**src/source/cpu_params.svh**
```systemverilog
`ifndef CPU_PARAMS_SVH
`define CPU_PARAMS_SVH

// ---------------------------------------------------------------------------
// core-wide sizes
// ---------------------------------------------------------------------------

// data and pc width
`define XLEN 32

// byte address width of the shared memory port
`define MEM_ADDR_W 17

// architectural registers x0..x31
`define NUM_REGS 32

// first fetch address after reset
`define RESET_PC 32'h0000_0000

`endif

```
**src/source/cpu_pkg.sv**
```systemverilog
`include "cpu_params.svh"

package cpu_pkg;

    typedef logic [`XLEN-1:0]       word_t;
    typedef logic [`MEM_ADDR_W-1:0] mem_addr_t;
    typedef logic [4:0]             reg_idx_t;

    // {instr[30], funct3}
    typedef logic [3:0]             func_code_t;

    // alu operation class
    typedef enum logic [2:0] {
        binary      = 3'd0,
        imm_binary  = 3'd1,
        mem_addr    = 3'd2,
        branch_cond = 3'd3,
        imm         = 3'd4,
        pc_based    = 3'd5,
        alu_nop     = 3'd6
    } alu_op_e;

    // memory request, same encoding as the mem_signal port
    typedef enum logic [1:0] {
        mem_nop   = 2'b00,
        read_data = 2'b01,
        write     = 2'b10,
        read_inst = 2'b11
    } mem_op_e;

    typedef enum logic [1:0] {
        not_branch  = 2'b00,
        jump_reg    = 2'b01,
        conditional = 2'b10,
        jump_pc     = 2'b11
    } branch_e;

    typedef enum logic [1:0] {
        wb_nop       = 2'b00,
        arith        = 2'b01,
        mem_to_reg   = 2'b10,
        increased_pc = 2'b11
    } wb_sel_e;

endpackage

```
**src/source/next_pc.sv**
```systemverilog
`timescale 1ns/1ps

module next_pc
    import cpu_pkg::*;
(
    input  word_t      pc,
    input  word_t      result,
    input  word_t      imm,
    input  branch_e    branch,
    input  func_code_t func_code,
    input  logic       equal,
    output word_t      pc_next
);

    logic taken;

    // beq on funct3 000, bne on 001
    assign taken = (func_code[2:0] == 3'b000) ? equal : !equal;

    always_comb begin
        case (branch)
            conditional: pc_next = taken ? pc + imm : pc + 32'd4;
            jump_pc:     pc_next = pc + imm;
            jump_reg:    pc_next = result & ~32'd1;
            default:     pc_next = pc + 32'd4;
        endcase
    end

endmodule

```
**config.mk**
```make
export PLATFORM = sky130hd
export DESIGN_NAME = next_pc
export DESIGN_NICKNAME = d
export VERILOG_FILES = /design/src/source/cpu_pkg.sv /design/src/source/next_pc.sv
export VERILOG_INCLUDE_DIRS = /design/src /design/src/source
export SDC_FILE = /design/constraint.sdc
export NUM_CORES = 1
export LEC_CHECK = 0
export BUFFER_PORTS_ARGS = -buffer_cell sky130_fd_sc_hd__buf_2
export CORE_MARGIN = 2
export CORE_UTILIZATION = 45
export DETAILED_ROUTE_END_ITERATION = 8
export GPL_TIMING_DRIVEN = 1
export PLACE_DENSITY_LB_ADDON = 0.3
export SLEW_MARGIN = 20
export SYNTH_ARGS = -nofsm -noshare
export SYNTH_HDL_FRONTEND = slang
export SYNTH_SLANG_ARGS = --single-unit
```
**constraint.sdc**
```tcl
create_clock -name vclk -period 3.05
set_input_delay 0.61 -clock vclk [all_inputs]
set_output_delay 0.61 -clock vclk [all_outputs]
set_load 0.01 [all_outputs]
```
== Yosys cells after proc, flatten, opt, wreduce, memory -nomap -nowiden ==
Cells that the tools add are included.

* Bits in registers: 0
* Input port bits: 103
* Output and inout bits: 32
* Logic and storage cells: 10

* $add $sub $neg: 2
* Equal/unequal tests: 3
* Multiplexer cells: 3
* Reductions and logical operators: 2

{| class="wikitable"
|+ Operators by type and width
! operator !! number
|-
| $pmux W32 S3 || 1
|-
| $add A32 B3 Y32 const B || 1
|-
| $add A32 B32 Y32 || 1
|-
| $mux W32 || 1
|-
| $eq A2 B2 Y1 const B || 2
|-
| $logic_not A3 Y1 || 1
|-
| $eq A2 B1 Y1 const B || 1
|-
| $logic_not A1 Y1 || 1
|-
| $mux W1 || 1
|}

== Longest topological paths before layout ==
Gate-level depths: netlist of run 1.

* Word-level depth: 4
* Mapped depth: 11
* Depth with buffers taken out: 11

== Least setup slack after synthesis of run 1 ==
OpenSTA, ideal clock, no wires.

* Path kind: input to output
* Start: input port pc[0]
* End: output port pc_next[24]
* Data arrival time: 2699 ps
* Required time: 2440 ps
* Slack: -259 ps
* Cell stages on the path: 11
* Path through: ha_1 -> inv_1 -> fa_1 -> nor2b_1 -> o31ai_2 -> a21oi_1 -> a211oi_2 -> o311ai_2 -> a21oi_1 -> xor2_1 -> o221ai_1

* Cells in the longest elaborated chain, start to end: 3
* Elaborated cells between the ends (all ways): 4
* Classes of those cells: 2 x add/sub; 2 x mux

{| class="wikitable"
|+ Ends and longest elaborated chain
! element !! line !! source
|-
| start: declaration || next_pc.sv:6 || <nowiki>input word_t pc,</nowiki>
|-
| $add A32 B3 Y32 / $add A32 B32 Y32 (equally long branches) || next_pc.sv:22, next_pc.sv:25, next_pc.sv:23 ||
|-
| $mux W32 || next_pc.sv:22 || <nowiki>conditional: pc_next = taken ? pc + imm : pc + 32'd4;</nowiki>
|-
| $pmux W32 S3 * || next_pc.sv:21 || <nowiki>case (branch)</nowiki>
|-
| end: declaration || next_pc.sv:12 || <nowiki>output word_t pc_next</nowiki>
|}

Mark *: on every way between the ends. The rest lies on a longest branch, timed or not.

== Final worst setup path of run 1 ==
* Start: input port pc[0]
* End: output port pc_next[28]

Same word-level chain as after synthesis.

==> results of run 1 <==
## final cells by class
class,count,share of cell area
tap,75,0.0185
multi-input combinational,373,0.624
inverter,10,0.00739
timing repair buffer,260,0.351
## cell usage in the layout, fill, tap and decap left out, types with 9 or more instances in the layout
cell and instances:
ha_4 14, nand2_1 50, buf_2 116, a21o_1 19, o221ai_1 16, nand4_1 13, xor2_1 30, buf_6 24
a21oi_1 26, xnor2_1 20, nand3_1 16, nor2_1 20, ha_1 17, o21ai_0 10, buf_4 117, o221ai_2 9
## stage by stage
step | utilization | total power [W] | setup WS [ns] | hold slack, ns | instance area (sq um)
after floorplan | - | 0.000491 | -0.0535 | 1.33 | 2880
after global placement | 0.737 | 0.000863 | -0.545 | 1.51 | 4410
after detailed placement | 0.737 | 0.000883 | -0.559 | 1.52 | 4410
after CTS | 0.779 | 0.000948 | -0.407 | 1.52 | 4670
after global routing | 0.847 | 0.00117 | -0.540 | 1.54 | 5080
final | 0.847 | 0.00111 | -0.496 | 1.51 | 5080
## critical path: cells and delay by family
| kind | cells | cell delay (ns) |
|---|---|---|
| AO/OA/AOI/OAI | 7 | 1.56 |
| adder cells (fa/ha/maj) | 2 | 0.39 |
| buffers and inverters | 3 | 0.31 |
| AND/OR/NAND/NOR | 1 | 0.06 |
## power by group through the flow
stage	logic (W)	registers, W	clock network [W]
final	0.00111	0	0
after global routing	0.00117	0	0
after CTS	0.000948	0	0
after detailed placement	0.000883	0	0
after global placement	0.000863	0	0
after floorplan	0.000491	0	0
## path summary, 6_finish.rpt
| path | startpoint | to | slack, ns | cells past startpoint |
|---|---|---|---|---|
| setup / recovery | pc[0] | pc_next[28] | -0.50 | 13 |
| hold / removal | result[26] | pc_next[26] | 1.51 | 4 |
## metal layers
layer / vias up / GRT usage
li1: 2034 / -
met1: 2118 / 0.389
met2: 244 / 0.600
met3: 70 / 0.0427
met4: 0 / 0.0969
met5: - / 0
## timing repair
item,4_1_cts,5_1_grt
endpoints found under the setup margin,23,24
pin swaps,24,38
setup buffers,9,8
resized for setup,26,69
## kinds of logic after synthesis
| logic type | synth area share |
|---|---|
| muxes | 0.00754 |
| xor gates and xnor gates | 0.171 |
| buffers and inverters | 0.0461 |
| and+or+nand+nor | 0.256 |
| adders and majority gates | 0.149 |
| AOI/OAI and AO/OA | 0.370 |
==> results.md, run 1 <==
- Status: complete, but fails checks
- Failing checks: setup timing
- Rel. slew slack: 0.645
- WL met1: 5220 um
- Int Pwr: 0.000550 W
- YS warnings: 0
- Final non-filler cell total: 718
- Footprint of the multi-input gates: 3170 sq um
- WL met2: 6970 um
- Share of post-route cells with drive strength above 1: 0.518
- Inst Count DP: 704
- Area of the core: 5990 sq um
- Crit Path Class: input port to primary output
- MaxCap Viol Count: 0
- Sw power: 0.000557 W
- Synth Area per Inst: 7.11 sq um
- Endpoints failing hold: 0
- Share of the synthesized area in the top cell type: 0.142
- Setup Viol. Count Final: 22
- Die ar.: 6920 sq um
- Mapped Nets: 533
- Final worst slack: -0.496 ns
- HPWL Detailed: 9380 um
- Largest net degree at the start of global routing: 19
- Crit-path max FO: 4
- Drt first pass iters: 5
- Crit end category: primary output
- Fillers: 352
- Leak: 2.36 nW
- WL met3: 917 um
- Final period utilization: 1.16
- Port Buffer Count: 133
- Area grow syn2layout: 79.9%
- PD cells: 218 nW/um^2
- First-pass GRT wire length: 19200 um
- Clock buffer count: 0
- Initial DRC count: 369
- Most common cell in the netlist: nand2_1
- # IOs: 135
- Comb power frac: 1.000
- Vias in the first global route: 4291
- Arrival time worst endpoint: 2.94 ns
- # diodes: 0
- Setup tns final: -5.80 ns
- Chip width: 83.2 um
- Critical path data required time: 2.44 ns
- Max VDD drop: 0.135 mV
- Initial Utilization: 0.471
- Total GRT Usage: 0.325
- Worst path cell trace: buf_8, ha_4, inv_2, fa_2, nor2b_4, o31ai_4, a21oi_2, a211oi_2, o311ai_4, a211o_1, a21oi_2, o221ai_2, buf_2
- Net count, final: 781
- Mapped Cells: 397
- Worst Setup Start Kind: input port
- Vias/cell: 6.22
- Synth cell types: 60
- Most Frequent Cell on Critical Path: a21oi_2
- Vias post-DR: 4466
- Slew Limit Fails: 0
- Avg WL per Cell: 19.2 um
- Final WL: 13800 um
- Hold_buf cts: 0
- Register area share after synthesis: 0
- Initial antenna violation count: 0
- Clk pwr share: 0
- Seq Cell Count: 0
- Switching Fraction: 0.503
- Synth top area cells: ha_1 (14%), xor2_1 (9.9%), o221ai_1 (7.5%), xnor2_1 (7.1%), nand2_1 (6.8%)
- Gpl congestion: 0.943
- # DRC: 0
- Commonest cells post-synth: nand2_1 (51), a21oi_1 (34), ha_1 (32), xor2_1 (32), o221ai_1 (24)
- Post-Syn Area: 2820 sq um
- FP Rows: 28
- Sequential Power Share: 0
- Slowest cell on crit path: a211oi_2
- Final ANT Viol Nets: 0
- Final min period: 3.55 ns
- RSZ-0062 raised after global routing: true
- Max Fclk: 282 MHz
- Flip-flop and latch area: 0 sq um
- Highest routed metal layer: met4
- Path type of the worst min-delay path: input port to primary output
- Post-synth top area cell: ha_1
- Die height: 83.2 um
- GR Overflow Total: 0
- Largest stage delay on the critical path: 0.37 ns
- Least-Margin Pin Slew: 0.531 ns
Power figures use the tool's default switching activity.
==> inputs of run 2 (changes only) <==
--- a/config.mk
+++ b/config.mk
@@ -8,10 +8,11 @@
 export LEC_CHECK = 0
 export BUFFER_PORTS_ARGS = -buffer_cell sky130_fd_sc_hd__buf_2
 export CORE_MARGIN = 2
-export CORE_UTILIZATION = 45
+export CORE_UTILIZATION = 50
 export DETAILED_ROUTE_END_ITERATION = 8
 export GPL_TIMING_DRIVEN = 1
 export PLACE_DENSITY_LB_ADDON = 0.3
+export SETUP_SLACK_MARGIN = 0.3
 export SLEW_MARGIN = 20
 export SYNTH_ARGS = -nofsm -noshare
 export SYNTH_HDL_FRONTEND = slang
==> constraint.sdc (replaced) <==
create_clock -name vclk -period 3.63
set_input_delay 0.726 -clock vclk [all_inputs]
set_output_delay 0.726 -clock vclk [all_outputs]
set_load 0.01 [all_outputs]
==> results.md, run 2 (synthesized netlist as in run 1, its figures left out) <==
- Status: complete, but fails checks
- Failing checks: setup timing
- Placed Area: 3930 sq um
- # DRC: 0
- Crit-path max FO: 4
- Drt first pass iters: 5
- RSZ-0062 raised after global routing: true
- Final ANT Viol Nets: 0
- Initial Utilization: 0.516
- Hold path startpoint: result[25]
- Post-Place Worst Slack: -0.215 ns
- FP Rows: 27
- MaxCap Viol Count: 0
- Clock buffer count: 0
- Hold Path End: pc_next[25]
- First-pass GRT wire length: 16400 um
- Gpl congestion: 0.930
- Final WL: 11900 um
- Worst path bufs/invs: 3
- PD cells: 181 nW/um^2
- Fin util: 0.819
- Avg WL per Cell: 18.2 um
- Most common cell after layout, fill and taps aside: buf_2
- Port Buffer Count: 133
- Total power: 0.000813 W
- Setup Viol. Count Final: 3
- Worst hold stages: 4
- Vias post-DR: 4126
- Arrival time worst endpoint: 2.94 ns
- Initial DRC count: 316
- Area grow syn2layout: 58.8%
- Vias/cell: 6.32
- Largest stage delay on the critical path: 0.34 ns
- Final non-filler cell total: 653
- Worst Setup SP: pc[0]
- Slowest cell on crit path: a211oi_4
- Share of post-route cells with drive strength above 1: 0.465
- Chip width: 79.1 um
- Die ar.: 6260 sq um
- Path type of the worst min-delay path: input port to primary output
- Fin area: 4480 sq um
- Slew Limit Fails: 0
- Least-Margin Pin Slew: 0.669 ns
- Total GRT Usage: 0.317
- Worst Setup Start Kind: input port
- Hold_buf cts: 0
- Initial antenna violation count: 0
- Net count, final: 719
- Vias in the first global route: 3622
- Commonest cells after routing, fill and taps aside: buf_2 (125), buf_4 (60), nand2_1 (51)
- Area of the core: 5470 sq um
- Endpoints failing hold: 0
- # IOs: 135
- Max Fclk: 273 MHz
- Final period utilization: 1.01
- Largest net degree at the start of global routing: 26
- Leak: 2.01 nW
- Seq Cell Count: 0
- Crit Path Class: input port to primary output
- Critical path data required time: 2.90 ns
- Final min period: 3.66 ns
- Final worst slack: -0.0334 ns
- Largest delay share family, worst path: compound AO/OA/AOI/OAI gates
- Die height: 79.1 um
- # diodes: 0
- Fillers: 365
- GR Overflow Total: 0
- Worst path cell trace: buf_6, ha_4, inv_2, fa_2, nor2b_4, o31ai_4, a21oi_4, a211oi_4, o311ai_4, a211o_1, a21oi_2, o221ai_2, buf_2
- Flip-flop and latch area: 0 sq um
- Inst Count DP: 640
- HPWL Detailed: 8420 um
- Rel. slew slack: 0.552
- Crit end category: primary output
- Max VDD drop: 0.119 mV
## run 2: changes by cell type in the layout (fill, tap and decap cells not counted), sizes merged
cell	change
buf	-62
## run 2: power by group
group	switching (W)	total, W	internal (W)
logic	0.000423	0.000813	0.000390
clock network	0	0	0
registers	0	0	0
total	0.000423	0.000813	0.000390
## run 2: worst min-delay path, stage by stage
cell and delay, ns:
buf_2 0.07, nand2_1 0.05, o221ai_2 0.05, buf_2 0.12
## run 2: layout make-up
class / count / area (sq um) / share of cell area
Tap cell: 72 / 90.1 / 0.0201
Timing Repair Buffer: 198 / 1230 / 0.274
Multi-Input combinational cell: 373 / 3130 / 0.698
Inverter: 10 / 37.5 / 0.00838
## run 2: how the worst max path moves through the flow
stage / depth (start not counted) / endpoint / slack (ns)
2_1_floorplan: 11 / pc_next[24] / 0.29
6_report: 13 / pc_next[28] / -0.03
3_3_place_gp: 13 / pc_next[28] / -0.15
3_5_place_dp: 13 / pc_next[28] / -0.22
5_1_grt: 13 / pc_next[28] / -0.12
4_1_cts: 13 / pc_next[24] / -0.04
## run 2: stage by stage
| step | hold WS [ns] | setup TNS [ns] |
|---|---|---|
| 2_1_floorplan | 1.56 | 0 |
| 6_report | 1.74 | -0.0559 |
| 3_5_place_dp | 1.75 | -1.17 |
| 3_3_place_gp | 1.74 | -0.707 |
| 5_1_grt | 1.76 | -0.636 |
| 4_1_cts | 1.75 | -0.0559 |
## run 2: layer usage
metal | share of wire | vias up | GRT usage
li1 | - | 1899 | -
met1 | 0.38 | 1916 | 0.386
met2 | 0.51 | 253 | 0.611
met3 | 0.071 | 58 | 0.0159
met4 | 0.042 | 0 | 0.0586
met5 | 0 | - | 0
## run 2: repair_timing
action	in CTS	in global routing
pin swaps	16	22
setup buffers	7	6
endpoints found under the setup margin	21	20
resized for setup	26	54
